### config.mk
export PLATFORM = sky130hd
export DESIGN_NAME = analog_top
export DESIGN_NICKNAME = d
export VERILOG_FILES = /design/src/rtl/analog_pkg.sv /design/src/rtl/apb_region_decoder.sv /design/src/rtl/housekeeping_regs.sv /design/src/rtl/adc_frontend.sv /design/src/rtl/prop_feedback.sv /design/src/rtl/dac_backend.sv /design/src/rtl/analog_top.sv
export SDC_FILE = /design/constraint.sdc
export NUM_CORES = 1
export LEC_CHECK = 0
export ABC_AREA = 1
export BUFFER_PORTS_ARGS = -buffer_cell sky130_fd_sc_hd__clkbuf_2
export CORE_ASPECT_RATIO = 1.4
export CORE_MARGIN = 4
export CORE_UTILIZATION = 30
export DETAILED_ROUTE_END_ITERATION = 10
export GPL_TIMING_DRIVEN = 0
export HOLD_SLACK_MARGIN = 0.1
export PLACE_DENSITY_LB_ADDON = 0.12
export RECOVER_POWER = 25
export SYNTH_ARGS = -nofsm -noshare
export SYNTH_HDL_FRONTEND = slang
export SYNTH_SLANG_ARGS = --single-unit
export TNS_END_PERCENT = 100
### constraint.sdc
create_clock -name adc_clk -period 7.74 [get_ports adc_clk]
set_input_delay 0.387 -clock adc_clk [delete_from_list [all_inputs] [get_ports adc_clk]]
set_output_delay 0.387 -clock adc_clk [all_outputs]
set_load 0.01 [all_outputs]
### src/rtl/analog_pkg.sv
// widths, address map, register offsets, code conversion and bus structs
`default_nettype none

package analog_pkg;

  // ----------------------------------------------------------
  // widths
  // ----------------------------------------------------------
  localparam int ADC_W  = 14;         // converter sample width
  localparam int SUM_W  = ADC_W + 1;  // dac sum before saturation
  localparam int DATA_W = 32;         // apb data width

  // ----------------------------------------------------------
  // address map
  // ----------------------------------------------------------
  localparam int REGION_LSB  = 20;  // region field is paddr[22:20]
  localparam int REGION_BITS = 3;   // eight regions
  localparam int REG_BITS    = 8;   // offset inside a region

  localparam logic [REGION_BITS-1:0] REGION_HK = 3'd0;  // housekeeping
  localparam logic [REGION_BITS-1:0] REGION_FB = 3'd1;  // feedback

  // housekeeping offsets, byte addressed
  localparam logic [REG_BITS-1:0] HK_ID      = 8'h00;
  localparam logic [REG_BITS-1:0] HK_LOOP    = 8'h04;
  localparam logic [REG_BITS-1:0] HK_LED     = 8'h08;
  localparam logic [REG_BITS-1:0] HK_EXP_DIR = 8'h0C;
  localparam logic [REG_BITS-1:0] HK_EXP_OUT = 8'h10;
  localparam logic [REG_BITS-1:0] HK_EXP_IN  = 8'h14;

  // feedback offsets
  localparam logic [REG_BITS-1:0] FB_KP_A  = 8'h00;
  localparam logic [REG_BITS-1:0] FB_KP_B  = 8'h04;
  localparam logic [REG_BITS-1:0] FB_OFF_A = 8'h08;
  localparam logic [REG_BITS-1:0] FB_OFF_B = 8'h0C;

  localparam logic [DATA_W-1:0] BOARD_ID = 32'h5250_0001;  // read-only id word

  // ----------------------------------------------------------
  // types
  // ----------------------------------------------------------
  typedef logic signed [ADC_W-1:0] sample_t;

  typedef struct packed {
    sample_t a;  // channel a
    sample_t b;  // channel b
  } sample_pair_t;

  typedef struct packed {
    logic [31:0]       paddr;
    logic [DATA_W-1:0] pwdata;
    logic              pwrite;
    logic              psel;
    logic              penable;
  } apb_req_t;

  typedef struct packed {
    logic [DATA_W-1:0] prdata;
    logic              pready;
    logic              pslverr;
  } apb_rsp_t;

  // negative-slope code <-> two's complement, the same bit flip both ways
  function automatic sample_t code_flip(input logic [ADC_W-1:0] code);
    return {code[ADC_W-1], ~code[ADC_W-2:0]};
  endfunction

endpackage

`default_nettype wire

### src/rtl/apb_region_decoder.sv
// apb region decoder with one-hot slave select and response multiplexer
`default_nettype none
`timescale 1ns/1ns

module apb_region_decoder (
  input  wire logic                 adc_clk,
  input  wire logic                 arst_n_i,
  input  wire analog_pkg::apb_req_t req_i,     // from the bus master
  output analog_pkg::apb_rsp_t      rsp_o,
  output analog_pkg::apb_req_t      hk_req_o,  // region 0
  output analog_pkg::apb_req_t      fb_req_o,  // region 1
  input  wire analog_pkg::apb_rsp_t hk_rsp_i,
  input  wire analog_pkg::apb_rsp_t fb_rsp_i
);
  import analog_pkg::*;

  localparam int N_REGIONS = 2**REGION_BITS;

  logic [REGION_BITS-1:0] region;
  logic [N_REGIONS-1:0]   region_sel;      // one-hot
  logic                   unmapped;        // no slave behind this region
  logic                   unmapped_acc_q;  // next cycle is an unmapped access phase

  assign region     = req_i.paddr[REGION_LSB +: REGION_BITS];
  assign region_sel = N_REGIONS'(1) << region;
  assign unmapped   = ~(region_sel[REGION_HK] | region_sel[REGION_FB]);

  // ----------------------------------------------------------
  // request fan-out, only psel is steered
  // ----------------------------------------------------------
  always_comb begin
    hk_req_o      = req_i;
    hk_req_o.psel = req_i.psel & region_sel[REGION_HK];
    fb_req_o      = req_i;
    fb_req_o.psel = req_i.psel & region_sel[REGION_FB];
  end

  // flag set in the setup phase, gone after the single access cycle
  always_ff @(posedge adc_clk or negedge arst_n_i) begin
    if (!arst_n_i) begin
      unmapped_acc_q <= 1'b0;
    end else begin
      unmapped_acc_q <= req_i.psel & ~req_i.penable & unmapped;
    end
  end

  // ----------------------------------------------------------
  // return path
  // ----------------------------------------------------------
  always_comb begin
    rsp_o = '0;  // idle bus answers all zero
    if (req_i.psel) begin
      if (region_sel[REGION_HK]) begin
        rsp_o = hk_rsp_i;
      end else if (region_sel[REGION_FB]) begin
        rsp_o = fb_rsp_i;
      end else begin
        rsp_o.pready = unmapped_acc_q & req_i.penable;  // zero data, always ack
      end
    end
  end

endmodule

`default_nettype wire

### src/rtl/housekeeping_regs.sv
// housekeeping apb slave with id, loopback, led and expansion registers
`default_nettype none
`timescale 1ns/1ns

module housekeeping_regs #(
  parameter int EXP_W = 8  // expansion port width
) (
  input  wire logic                 adc_clk,
  input  wire logic                 arst_n_i,
  input  wire analog_pkg::apb_req_t req_i,
  output analog_pkg::apb_rsp_t      rsp_o,
  input  wire logic [EXP_W-1:0]     exp_in_i,   // async pins
  output logic      [EXP_W-1:0]     exp_out_o,
  output logic      [EXP_W-1:0]     exp_dir_o,  // 1 = output
  output logic      [7:0]           led_o,
  output logic                      loop_o      // digital loopback
);
  import analog_pkg::*;

  logic [REG_BITS-1:0] reg_addr;
  logic                acc;     // access phase of this slave
  logic                wr_en;
  logic [DATA_W-1:0]   rd_data;

  logic             loop_q;
  logic [7:0]       led_q;
  logic [EXP_W-1:0] exp_dir_q;
  logic [EXP_W-1:0] exp_out_q;
  logic [EXP_W-1:0] exp_meta_q;  // first sync stage
  logic [EXP_W-1:0] exp_sync_q;  // second sync stage

  assign reg_addr = req_i.paddr[REG_BITS-1:0];
  assign acc      = req_i.psel & req_i.penable;
  assign wr_en    = acc & req_i.pwrite;  // commits at the completing edge

  // ----------------------------------------------------------
  // control registers
  // ----------------------------------------------------------
  always_ff @(posedge adc_clk or negedge arst_n_i) begin
    if (!arst_n_i) begin
      loop_q    <= 1'b0;
      led_q     <= '0;
      exp_dir_q <= '0;
      exp_out_q <= '0;
    end else if (wr_en) begin
      case (reg_addr)
        HK_LOOP:    loop_q    <= req_i.pwdata[0];
        HK_LED:     led_q     <= req_i.pwdata[7:0];
        HK_EXP_DIR: exp_dir_q <= req_i.pwdata[EXP_W-1:0];
        HK_EXP_OUT: exp_out_q <= req_i.pwdata[EXP_W-1:0];
        default:    ;  // id and inputs are read only
      endcase
    end
  end

  // two-flop synchronizer on the expansion inputs
  always_ff @(posedge adc_clk or negedge arst_n_i) begin
    if (!arst_n_i) begin
      exp_meta_q <= '0;
      exp_sync_q <= '0;
    end else begin
      exp_meta_q <= exp_in_i;
      exp_sync_q <= exp_meta_q;
    end
  end

  // ----------------------------------------------------------
  // read path, no wait states
  // ----------------------------------------------------------
  always_comb begin
    case (reg_addr)
      HK_ID:      rd_data = BOARD_ID;
      HK_LOOP:    rd_data = DATA_W'(loop_q);
      HK_LED:     rd_data = DATA_W'(led_q);
      HK_EXP_DIR: rd_data = DATA_W'(exp_dir_q);
      HK_EXP_OUT: rd_data = DATA_W'(exp_out_q);
      HK_EXP_IN:  rd_data = DATA_W'(exp_sync_q);
      default:    rd_data = '0;  // undefined offsets read zero
    endcase
  end

  always_comb begin
    rsp_o.prdata  = (acc & ~req_i.pwrite) ? rd_data : '0;
    rsp_o.pready  = acc;
    rsp_o.pslverr = 1'b0;
  end

  assign loop_o    = loop_q;
  assign led_o     = led_q;
  assign exp_dir_o = exp_dir_q;
  assign exp_out_o = exp_out_q;

endmodule

`default_nettype wire

### src/rtl/adc_frontend.sv
// adc input registers, negative-slope conversion and loopback select
`default_nettype none
`timescale 1ns/1ns

module adc_frontend (
  input  wire logic [analog_pkg::ADC_W-1:0] adc_dat_a_i,  // raw code ch a
  input  wire logic [analog_pkg::ADC_W-1:0] adc_dat_b_i,  // raw code ch b
  input  wire logic                         adc_clk,
  input  wire logic                         arst_n_i,
  input  wire logic                         loop_i,       // take the dac sum
  input  wire analog_pkg::sample_pair_t     dac_sum_i,
  output analog_pkg::sample_pair_t          samples_o
);
  import analog_pkg::*;

  logic [ADC_W-1:0] adc_a_q;  // io registers
  logic [ADC_W-1:0] adc_b_q;

  always_ff @(posedge adc_clk or negedge arst_n_i) begin
    if (!arst_n_i) begin
      adc_a_q <= '0;
      adc_b_q <= '0;
    end else begin
      adc_a_q <= adc_dat_a_i;
      adc_b_q <= adc_dat_b_i;
    end
  end

  // ----------------------------------------------------------
  // conversion and loopback are combinational
  // ----------------------------------------------------------
  always_comb begin
    if (loop_i) begin
      samples_o = dac_sum_i;  // digital loopback from the dac side
    end else begin
      samples_o.a = code_flip(adc_a_q);  // keep msb, invert the rest
      samples_o.b = code_flip(adc_b_q);
    end
  end

endmodule

`default_nettype wire

### src/rtl/prop_feedback.sv
// feedback apb slave with gain and offset registers and the proportional path
`default_nettype none
`timescale 1ns/1ns

module prop_feedback #(
  parameter int KP_SHIFT = 12  // 4096 is unity gain
) (
  input  wire logic                     adc_clk,
  input  wire logic                     arst_n_i,
  input  wire analog_pkg::apb_req_t     req_i,
  output analog_pkg::apb_rsp_t          rsp_o,
  input  wire analog_pkg::sample_pair_t samples_i,
  output analog_pkg::sample_pair_t      fb_o,      // registered feedback result
  output analog_pkg::sample_pair_t      offset_o   // stands in for the generator
);
  import analog_pkg::*;

  localparam int KP_W   = 16;            // signed gain width
  localparam int PROD_W = ADC_W + KP_W;  // full product

  logic [REG_BITS-1:0] reg_addr;
  logic                acc;
  logic                wr_en;
  logic [DATA_W-1:0]   rd_data;

  logic signed [KP_W-1:0]   kp_a_q;
  logic signed [KP_W-1:0]   kp_b_q;
  sample_t                  off_a_q;
  sample_t                  off_b_q;
  logic signed [PROD_W-1:0] prod_a;
  logic signed [PROD_W-1:0] prod_b;
  sample_pair_t             fb_q;

  // clip a shifted product to the sample range
  function automatic sample_t sat_prod(input logic signed [PROD_W-1:0] v);
    logic [PROD_W-ADC_W:0] top;  // bits that must all match the sign
    top = v[PROD_W-1:ADC_W-1];
    if (&top || ~|top) begin
      return v[ADC_W-1:0];
    end
    return {v[PROD_W-1], {(ADC_W-1){~v[PROD_W-1]}}};
  endfunction

  assign reg_addr = req_i.paddr[REG_BITS-1:0];
  assign acc      = req_i.psel & req_i.penable;
  assign wr_en    = acc & req_i.pwrite;

  // ----------------------------------------------------------
  // gain and offset registers
  // ----------------------------------------------------------
  always_ff @(posedge adc_clk or negedge arst_n_i) begin
    if (!arst_n_i) begin
      kp_a_q  <= '0;
      kp_b_q  <= '0;
      off_a_q <= '0;
      off_b_q <= '0;
    end else if (wr_en) begin
      case (reg_addr)
        FB_KP_A:  kp_a_q  <= req_i.pwdata[KP_W-1:0];
        FB_KP_B:  kp_b_q  <= req_i.pwdata[KP_W-1:0];
        FB_OFF_A: off_a_q <= req_i.pwdata[ADC_W-1:0];
        FB_OFF_B: off_b_q <= req_i.pwdata[ADC_W-1:0];
        default:  ;
      endcase
    end
  end

  // readback is sign extended
  always_comb begin
    case (reg_addr)
      FB_KP_A:  rd_data = {{(DATA_W-KP_W){kp_a_q[KP_W-1]}}, kp_a_q};
      FB_KP_B:  rd_data = {{(DATA_W-KP_W){kp_b_q[KP_W-1]}}, kp_b_q};
      FB_OFF_A: rd_data = {{(DATA_W-ADC_W){off_a_q[ADC_W-1]}}, off_a_q};
      FB_OFF_B: rd_data = {{(DATA_W-ADC_W){off_b_q[ADC_W-1]}}, off_b_q};
      default:  rd_data = '0;
    endcase
  end

  always_comb begin
    rsp_o.prdata  = (acc & ~req_i.pwrite) ? rd_data : '0;
    rsp_o.pready  = acc;
    rsp_o.pslverr = 1'b0;
  end

  // ----------------------------------------------------------
  // proportional path, one registered stage
  // ----------------------------------------------------------
  assign prod_a = $signed(samples_i.a) * kp_a_q;
  assign prod_b = $signed(samples_i.b) * kp_b_q;

  always_ff @(posedge adc_clk or negedge arst_n_i) begin
    if (!arst_n_i) begin
      fb_q <= '0;
    end else begin
      fb_q.a <= sat_prod(prod_a >>> KP_SHIFT);  // arithmetic shift keeps sign
      fb_q.b <= sat_prod(prod_b >>> KP_SHIFT);
    end
  end

  assign fb_o       = fb_q;
  assign offset_o.a = off_a_q;
  assign offset_o.b = off_b_q;

endmodule

`default_nettype wire

### src/rtl/dac_backend.sv
// dac sum with saturation, negative-slope conversion and output registers
`default_nettype none
`timescale 1ns/1ns

module dac_backend (
  input  wire logic                         adc_clk,
  input  wire logic                         arst_n_i,
  input  wire analog_pkg::sample_pair_t     fb_i,
  input  wire analog_pkg::sample_pair_t     offset_i,
  output analog_pkg::sample_pair_t          dac_sum_o,    // saturated, for loopback
  output logic [analog_pkg::ADC_W-1:0]      dac_dat_a_o,  // neg-slope code
  output logic [analog_pkg::ADC_W-1:0]      dac_dat_b_o
);
  import analog_pkg::*;

  localparam logic [ADC_W-1:0] DAC_ZERO = {1'b0, {(ADC_W-1){1'b1}}};  // code for 0

  logic signed [SUM_W-1:0] sum_a;
  logic signed [SUM_W-1:0] sum_b;
  sample_pair_t            sat;
  logic [ADC_W-1:0]        dac_a_q;
  logic [ADC_W-1:0]        dac_b_q;

  // top two bits differ means the sum left the sample range
  function automatic sample_t sat_sum(input logic signed [SUM_W-1:0] s);
    if (^s[SUM_W-1:SUM_W-2]) begin
      return {s[SUM_W-1], {(ADC_W-1){~s[SUM_W-1]}}};
    end
    return s[ADC_W-1:0];
  endfunction

  // ----------------------------------------------------------
  // sum and saturation
  // ----------------------------------------------------------
  assign sum_a = $signed({fb_i.a[ADC_W-1], fb_i.a}) + $signed({offset_i.a[ADC_W-1], offset_i.a});
  assign sum_b = $signed({fb_i.b[ADC_W-1], fb_i.b}) + $signed({offset_i.b[ADC_W-1], offset_i.b});

  assign sat.a     = sat_sum(sum_a);
  assign sat.b     = sat_sum(sum_b);
  assign dac_sum_o = sat;

  // output registers, back to negative slope
  always_ff @(posedge adc_clk or negedge arst_n_i) begin
    if (!arst_n_i) begin
      dac_a_q <= DAC_ZERO;
      dac_b_q <= DAC_ZERO;
    end else begin
      dac_a_q <= code_flip(sat.a);
      dac_b_q <= code_flip(sat.b);
    end
  end

  assign dac_dat_a_o = dac_a_q;
  assign dac_dat_b_o = dac_b_q;

endmodule

`default_nettype wire

### src/rtl/analog_top.sv
// analog core top level with bus decoder, housekeeping, adc, feedback and dac
`default_nettype none
`timescale 1ns/1ns

module analog_top #(
  parameter int EXP_W    = 8,   // expansion port width
  parameter int KP_SHIFT = 12   // gain shift in the feedback block
) (
  input  wire logic                         adc_clk,
  input  wire logic                         arst_n_i,
  // system bus
  input  wire analog_pkg::apb_req_t         apb_req_i,
  output analog_pkg::apb_rsp_t              apb_rsp_o,
  // converters
  input  wire logic [analog_pkg::ADC_W-1:0] adc_dat_a_i,
  input  wire logic [analog_pkg::ADC_W-1:0] adc_dat_b_i,
  output logic      [analog_pkg::ADC_W-1:0] dac_dat_a_o,
  output logic      [analog_pkg::ADC_W-1:0] dac_dat_b_o,
  // board io
  input  wire logic [EXP_W-1:0]             exp_in_i,
  output logic      [EXP_W-1:0]             exp_out_o,
  output logic      [EXP_W-1:0]             exp_dir_o,
  output logic      [7:0]                   led_o
);
  import analog_pkg::*;

  apb_req_t     hk_req;
  apb_req_t     fb_req;
  apb_rsp_t     hk_rsp;
  apb_rsp_t     fb_rsp;
  logic         loop;      // digital loopback enable
  sample_pair_t samples;   // converted adc, or dac sum in loopback
  sample_pair_t fb;        // feedback result
  sample_pair_t offset;    // per-channel dc offset
  sample_pair_t dac_sum;   // saturated sum

  // ----------------------------------------------------------
  // bus
  // ----------------------------------------------------------
  apb_region_decoder u_decoder (
    .adc_clk  (adc_clk),
    .arst_n_i (arst_n_i),
    .req_i    (apb_req_i),
    .rsp_o    (apb_rsp_o),
    .hk_req_o (hk_req),
    .fb_req_o (fb_req),
    .hk_rsp_i (hk_rsp),
    .fb_rsp_i (fb_rsp)
  );

  housekeeping_regs #(.EXP_W(EXP_W)) u_hk (  // region 0
    .adc_clk   (adc_clk),
    .arst_n_i  (arst_n_i),
    .req_i     (hk_req),
    .rsp_o     (hk_rsp),
    .exp_in_i  (exp_in_i),
    .exp_out_o (exp_out_o),
    .exp_dir_o (exp_dir_o),
    .led_o     (led_o),
    .loop_o    (loop)
  );

  // ----------------------------------------------------------
  // sample path, pins to pins in 3 cycles
  // ----------------------------------------------------------
  adc_frontend u_adc (
    .adc_dat_a_i (adc_dat_a_i),
    .adc_dat_b_i (adc_dat_b_i),
    .adc_clk     (adc_clk),
    .arst_n_i    (arst_n_i),
    .loop_i      (loop),
    .dac_sum_i   (dac_sum),
    .samples_o   (samples)
  );

  prop_feedback #(.KP_SHIFT(KP_SHIFT)) u_fb (  // region 1
    .adc_clk   (adc_clk),
    .arst_n_i  (arst_n_i),
    .req_i     (fb_req),
    .rsp_o     (fb_rsp),
    .samples_i (samples),
    .fb_o      (fb),
    .offset_o  (offset)
  );

  dac_backend u_dac (
    .adc_clk     (adc_clk),
    .arst_n_i    (arst_n_i),
    .fb_i        (fb),
    .offset_i    (offset),
    .dac_sum_o   (dac_sum),
    .dac_dat_a_o (dac_dat_a_o),
    .dac_dat_b_o (dac_dat_b_o)
  );

endmodule

`default_nettype wire

==> flow_summary.toml, run 1 <==
[critical_path]
largest_stage_delay_on_the_critical_path_ns = 0.52
worstPathBufferInverterCount = 8
setup.worst_path.end_class = "flip-flop"
critical-path-top-delay-family = "adder cells"
worst-setup-path-type = "flip-flop to flip-flop"
path_max_fanout = 5
timing.critical_path.required_ns = 8.13
arrival_ns = 8.67
cp-start-kind = "flip-flop"
critical-path-top-cell-by-count = "nand2_2"
critical-path-slowest-cell = "fa_1"

[power_and_ir_drop]
total_switching_power_w = 0.000891
static-leakage-power_nw = 15.9
power.ir.vdd_worst_v = 0.000179
cell_internal_pwr_w = 0.00174
seq_power_share_pct = 39.5
pwr-share-clk_pct = 35.4
power_switching_share_pct = 33.8
power_w = 0.00263
power_density_nw_per_um2 = 79.7
power.share.combinational_pct = 25.1

[final_layout]
most-common-layout-cells = "inv_1, nand2_1, fa_1"
drive_gt1_share_pct = 26.1
syn_to_final_growth_pct = 29.1
layout.filler_cells = 8764
finish.utilization_pct = 39.1
mostFrequentLayoutCell = "inv_1"
post-route-cell-area_sq_um = 33000
num-nets-final = 4155

[place]
dp_hpwl_um = 82400
port_buffers = 152
pre_cts_slack_ns = -2.53
place.gp.congestion = 0.886
dpl_cell_area_sq_um = 27800

[outcome]
outcome = "finished with violations"
failed_checks = "capacitance limit, slew limit, setup timing"

[die]
start_util_pct = 30.3
fp.coreArea_sq_um = 84500
number_of_rows_created_at_floorplan = 126
die_area_sq_um = 90100
die_x_um = 255
io_pins = 191
die_y_um = 354

[route]
avgViaCountPerCell = 4.73
routed_wl_um = 99700
drt-pass1-iter-count = 5
antenna_viol_nets_final = 0
drtIter0Drc = 958
route.detailed.wl_per_inst_um = 21.9
route.vias.total = 21500
route.detailed.drc = 0

[global_routing]
first_pass_grt_wire_length_um = 149000
grt_start_max_net_pins = 95
grt.overflow.total = 0
gr-usage-met3_pct = 2.17
vias_in_the_first_global_route = 23700
globalRouteMet2Util_pct = 44.8
antenna_found_initial = 6
gr-usage-all-layers_pct = 22.4
grt_most_used_layer = "met2"
routing_usage_on_met1_pct = 22.6

[synth]
ys_top_cells_by_area = "fa_1, dfrtp_1, inv_1"
syn_nets = 3771
synthesis.instances = 3064
post_synth.cell_area_avg_sq_um = 8.35
synth_top_area_cell = "fa_1"
postSynth.asyncResetShare_pct = 100
synth_seq_area_share_pct = 18.3
synth-main-ff-cell = "dfrtp_1"
synth.yosys.warnings = 0
synth_cell_type_count = 58
synth.cell_area_sq_um = 25600
ys_seq_elements = 186
synth_enable_flop_cells = 0
synth_largest_type_area_fraction_pct = 34.3

[sta]
slew_violations = 94
finalClockSkew_ns = 0.0131
slew-limit-headroom_pct = -280
maxClockFrequency_mhz = 121
final.min_clock_period_ns = 8.28
slew_at_the_pin_with_the_worst_max_slew_slack_ns = 5.70
finalCritPeriodShare_pct = 107
rsz0062_at_grt = "yes"
report.final.hold_viol_count = 0
finalWorstSetupSlack_ns = -0.540
setup-violations-final = 27

[clock_network]
cts-root-buf = "clkbuf_16"
clock_latency_ns = 0.51
cts_tree = "built"
cts-buffers-inserted = 17
max-clock-path-buffers = 2
cts-htree-levels = 4
clkSinkCount = 186
clkSlewWorstSetupHoldPaths_ns = 0.08

[job]
maxCapViolCount = 2

[worst_hold_path]
hold_class = "primary input to flip-flop"
[tightest hold or removal path, stage by stage]
cell      delay [ns]
clkbuf_2        0.08
inv_1           0.08
o21ai_0         0.09
[registers in the layout, summed over array words and instances (netlist names), 14 cells and up]
register           flops
u_fb.fb_o             28
u_adc.adc_b_q         14
u_fb.off_b_q          14
u_adc.adc_a_q         14
u_fb.off_a_q          14
u_fb.kp_a_q           16
u_fb.kp_b_q           16
u_dac.dac_dat_a_o     14
u_dac.dac_dat_b_o     14
[worst paths after layout]
check                                                   from                           end  slack, ns  cells after the start
worst max-delay path             u_fb.off_b_q[0]$_DFFE_PN0P_        u_fb.fb_o[7]$_DFF_PN0_      -0.54                     44
worst min-delay path                           apb_req_i[17]   u_fb.kp_a_q[14]$_DFFE_PN0P_       0.18                      3
worst max register to register   u_fb.off_b_q[0]$_DFFE_PN0P_        u_fb.fb_o[7]$_DFF_PN0_      -0.54                     44
worst min register to register  u_hk.exp_meta_q[1]$_DFF_PN0_  u_hk.exp_sync_q[1]$_DFF_PN0_       0.36                      0
max in group asynchronous                           arst_n_i   u_fb.off_a_q[3]$_DFFE_PN0P_       1.58                      2
min in group asynchronous                           arst_n_i  u_hk.exp_sync_q[6]$_DFF_PN0_       2.55                      2
[cells by family after synthesis]
| group | synth area share, % |
|---|---|
| AOI/OAI and AO/OA | 8.02 |
| xor gates and xnor gates | 2.25 |
| buffers and inverters | 11.9 |
| other | 0.0147 |
| and+or+nand+nor | 17.2 |
| adders and majority gates | 42.3 |
| DFF | 18.3 |
[layer usage]
layer / up-vias / share of wire [%]
met5: - / 0.025
met4: 4 / 5.8
met3: 182 / 1.9
met2: 370 / 58
met1: 11000 / 35
li1: 9990 / -
[cell type report]
class,count,area [sq um],share of cell area [%]
well taps,1088,1360,4.12
clock inverters,14,159,0.481
multi-input cells,2090,20300,61.4
clock buffers,18,429,1.30
flip-flops and latches,186,4690,14.2
plain buffers,96,698,2.11
diodes,2,5.00,0.0151
repair buffers,367,2750,8.32
inverters,690,2640,7.99
[synth_stat cells, types with 17 or more instances]
cell / n
inv_1: 671
nand2_1: 586
fa_1: 438
nor2_1: 341
ha_1: 164
dfrtp_1: 160
o21ai_0: 150
a21oi_1: 95
clkbuf_1: 55
nand3_1: 50
xnor2_1: 33
xor2_1: 29
dfstp_2: 26
nand2_2: 25
a221oi_1: 20
a31oi_1: 19
buf_1: 19
buf_4: 17
[timing repair]
| action | CTS | global route |
|---|---|---|
| hold buffers | 38 | 0 |
| setup buffers | 96 | 64 |
| resized for setup | 463 | 257 |
| hold endpoints to repair | 122 | 0 |
| setup endpoints to repair | 28 | 28 |
| pin swaps | 83 | 138 |
| gates cloned | 10 | 2 |
[power groups by stage]
stage / sequential (W) / combinational [W] / clock [W]
after floorplan: 0.00105 / 0.000235 / 0
after global placement: 0.00106 / 0.000444 / 0
after detailed placement: 0.00105 / 0.000445 / 0
after CTS: 0.00104 / 0.000598 / 0.000960
after global routing: 0.00104 / 0.000711 / 0.000994
final: 0.00104 / 0.000661 / 0.000931
[per-stage QoR]
step	hold WS (ns)	instances	setup TNS, ns
finish	0.176	4551	-12.22
global placement	0.332	4304	-63.28
floorplan	0.0914	3064	0
global route	0.169	4551	-21.27
CTS	0.130	4484	-14.16
detailed placement	0.336	4309	-60.54
Power figures use the tool's default switching activity.
==> run 2, diff against run 1 <==
--- a/config.mk
+++ b/config.mk
@@ -15,6 +15,7 @@
 export HOLD_SLACK_MARGIN = 0.1
 export PLACE_DENSITY_LB_ADDON = 0.12
 export RECOVER_POWER = 25
+export REMOVE_ABC_BUFFERS = 1
 export SYNTH_ARGS = -nofsm -noshare
 export SYNTH_HDL_FRONTEND = slang
 export SYNTH_SLANG_ARGS = --single-unit
==> run 2 against run 1 <==
Net effect: the flow still finishes with violations (capacitance limit, slew limit, setup timing); hold slack worse by 0.017 ns; die area unchanged; non-clock buffer count down 88; clock power up 5.9%; largest cell class unchanged; worst setup slack better by 0.015 ns; sequential power about the same.
==> flow_summary.toml, run 2 (synthesis gave the netlist of run 1 again) <==
[final_layout]
mostFrequentLayoutCell = "inv_1"
num-nets-final = 4070
most-common-layout-cells = "inv_1, nand2_1, fa_1"
syn_to_final_growth_pct = 26.4
drive_gt1_share_pct = 24.3
post-route-cell-area_sq_um = 32300
largest_register_ffs = 28
layout.filler_cells = 8836
n_antenna_cell = 0

[critical_path]
setup.worst_path.end_class = "flip-flop"
timing.critical_path.required_ns = 8.11
largest_stage_delay_on_the_critical_path_ns = 0.56
arrival_ns = 8.64
critical-path-top-cell-by-count = "nand2_2"
path_max_fanout = 8
cp-start-kind = "flip-flop"
worst-setup-path-type = "flip-flop to flip-flop"
critical-path-slowest-cell = "fa_1"

[clock_network]
clkSlewWorstSetupHoldPaths_ns = 0.08
clock_latency_ns = 0.50
cts-root-buf = "clkbuf_16"
cts-htree-levels = 4
cts-buffers-inserted = 17
max-clock-path-buffers = 2
cts_tree = "built"
clkSinkCount = 186

[power_and_ir_drop]
cell_internal_pwr_w = 0.00174
power_switching_share_pct = 34.3
static-leakage-power_nw = 15.6
pwr-share-clk_pct = 37.2
power_density_nw_per_um2 = 81.9
seq_power_share_pct = 39.1
total_switching_power_w = 0.000909
power.share.combinational_pct = 23.7
power.ir.vdd_worst_v = 0.000165

[route]
route.detailed.drc = 0
route.detailed.wl_per_inst_um = 20.9
avgViaCountPerCell = 4.73
wl_met3_um = 1890
routed-wl-met2_um = 52900
drtIter0Drc = 792
met1_length_um = 33200
routed_wl_um = 93100
drt-pass1-iter-count = 5
route.top_layer_used = "met4"
antenna_viol_nets_final = 0
route.vias.total = 21100

[die]
start_util_pct = 30.3
io_pins = 191
die_area_sq_um = 90100
fp.coreArea_sq_um = 84500
number_of_rows_created_at_floorplan = 126
die_x_um = 255
die_y_um = 354

[outcome]
failed_checks = "capacitance limit, slew limit, setup timing"
outcome = "finished with violations"

[place]
port_buffers = 152
dpl_cell_area_sq_um = 27500
place.gp.congestion = 0.887
pre_cts_slack_ns = -2.78
dp_hpwl_um = 74800

[global_routing]
grt_start_max_net_pins = 93
first_pass_grt_wire_length_um = 141000
antenna_found_initial = 0
gr-usage-all-layers_pct = 20.9
vias_in_the_first_global_route = 23500
grt.overflow.total = 0

[sta]
finalCritPeriodShare_pct = 107
slew_at_the_pin_with_the_worst_max_slew_slack_ns = 4.59
rsz0062_at_grt = "yes"
maxClockFrequency_mhz = 121
finalClockSkew_ns = 0.0157
finalWorstSetupSlack_ns = -0.526
slew_violations = 119
setup-violations-final = 28
slew-limit-headroom_pct = -206
final.min_clock_period_ns = 8.27
timing.setup.tns_ns = -11.22
report.final.hold_viol_count = 0

[worst_hold_path]
hold_class = "primary input to flip-flop"

[job]
maxCapViolCount = 2
[run 2: per-layer routing]
| metal | vias to the layer above | global-route usage (%) |
|---|---|---|
| met5 | - | 0 |
| met4 | 0 | 8.97 |
| met3 | 178 | 1.83 |
| met2 | 360 | 41.7 |
| met1 | 10800 | 22.0 |
| li1 | 9827 | - |
[run 2: timing repair]
action	CTS	global route
endpoints found under the setup margin	28	28
hold buffers	38	0
endpoints found under the hold margin	63	0
buffers inserted	106	62
pin swaps	67	125
gates cloned	6	3
gates resized for setup	346	232
[run 2: stage by stage]
step                      hold WS (ns)  util [%]  total power [W]  std cells
after floorplan                 0.0914         -          0.00128       2966
final                            0.158      38.3          0.00265       4464
after detailed placement         0.294      32.5          0.00149       4219
after global routing             0.151      38.3          0.00278       4464
after global placement           0.333      32.3          0.00148       4206
after CTS                        0.121      36.7          0.00263       4401
[run 2: final timing paths]
check                                        startpoint                           end  slack [ns]  cells after the start
min in group asynchronous                      arst_n_i    u_adc.adc_a_q[0]$_DFF_PN0_        0.78                      2
max in group asynchronous                      arst_n_i       u_hk.loop_o$_DFFE_PN0P_        1.39                      3
min                                       apb_req_i[18]   u_fb.kp_b_q[15]$_DFFE_PN0P_        0.16                      3
min reg2reg                u_hk.exp_meta_q[1]$_DFF_PN0_  u_hk.exp_sync_q[1]$_DFF_PN0_        0.36                      0
max reg2reg                 u_fb.off_b_q[0]$_DFFE_PN0P_       u_fb.fb_o[12]$_DFF_PN0_       -0.53                     42
max                         u_fb.off_b_q[0]$_DFFE_PN0P_       u_fb.fb_o[12]$_DFF_PN0_       -0.53                     42
[run 2: area by class of cell]
class / instances / area [sq um] / share of cell area [%]
multi-input combinational: 2093 / 20000 / 61.8
sequential: 186 / 4690 / 14.5
timing repair buffer: 375 / 2980 / 9.22
inverter: 690 / 2670 / 8.27
tap: 1088 / 1360 / 4.21
clock buffer: 17 / 425 / 1.32
clock inverter: 15 / 219 / 0.677
[run 2: critical path, delay by kind of cell, from the launching register on]
| family | cells | cell delay (ns) |
|---|---|---|
| adders and majority gates | 9 | 3.81 |
| and+or+nand+nor | 19 | 2.10 |
| AOI/OAI and AO/OA | 7 | 1.09 |
| buffers and inverters | 7 | 0.73 |
| DFF | 1 | 0.41 |
[run 2: power by group through the flow]
stage / Sequential [W] / Clock [W] / Combinational [W]
4_1_cts: 0.00104 / 0.00101 / 0.000579
3_5_place_dp: 0.00105 / 0 / 0.000433
2_1_floorplan: 0.00105 / 0 / 0.000228
6_report: 0.00104 / 0.000986 / 0.000627
3_3_place_gp: 0.00105 / 0 / 0.000429
5_1_grt: 0.00104 / 0.00105 / 0.000681
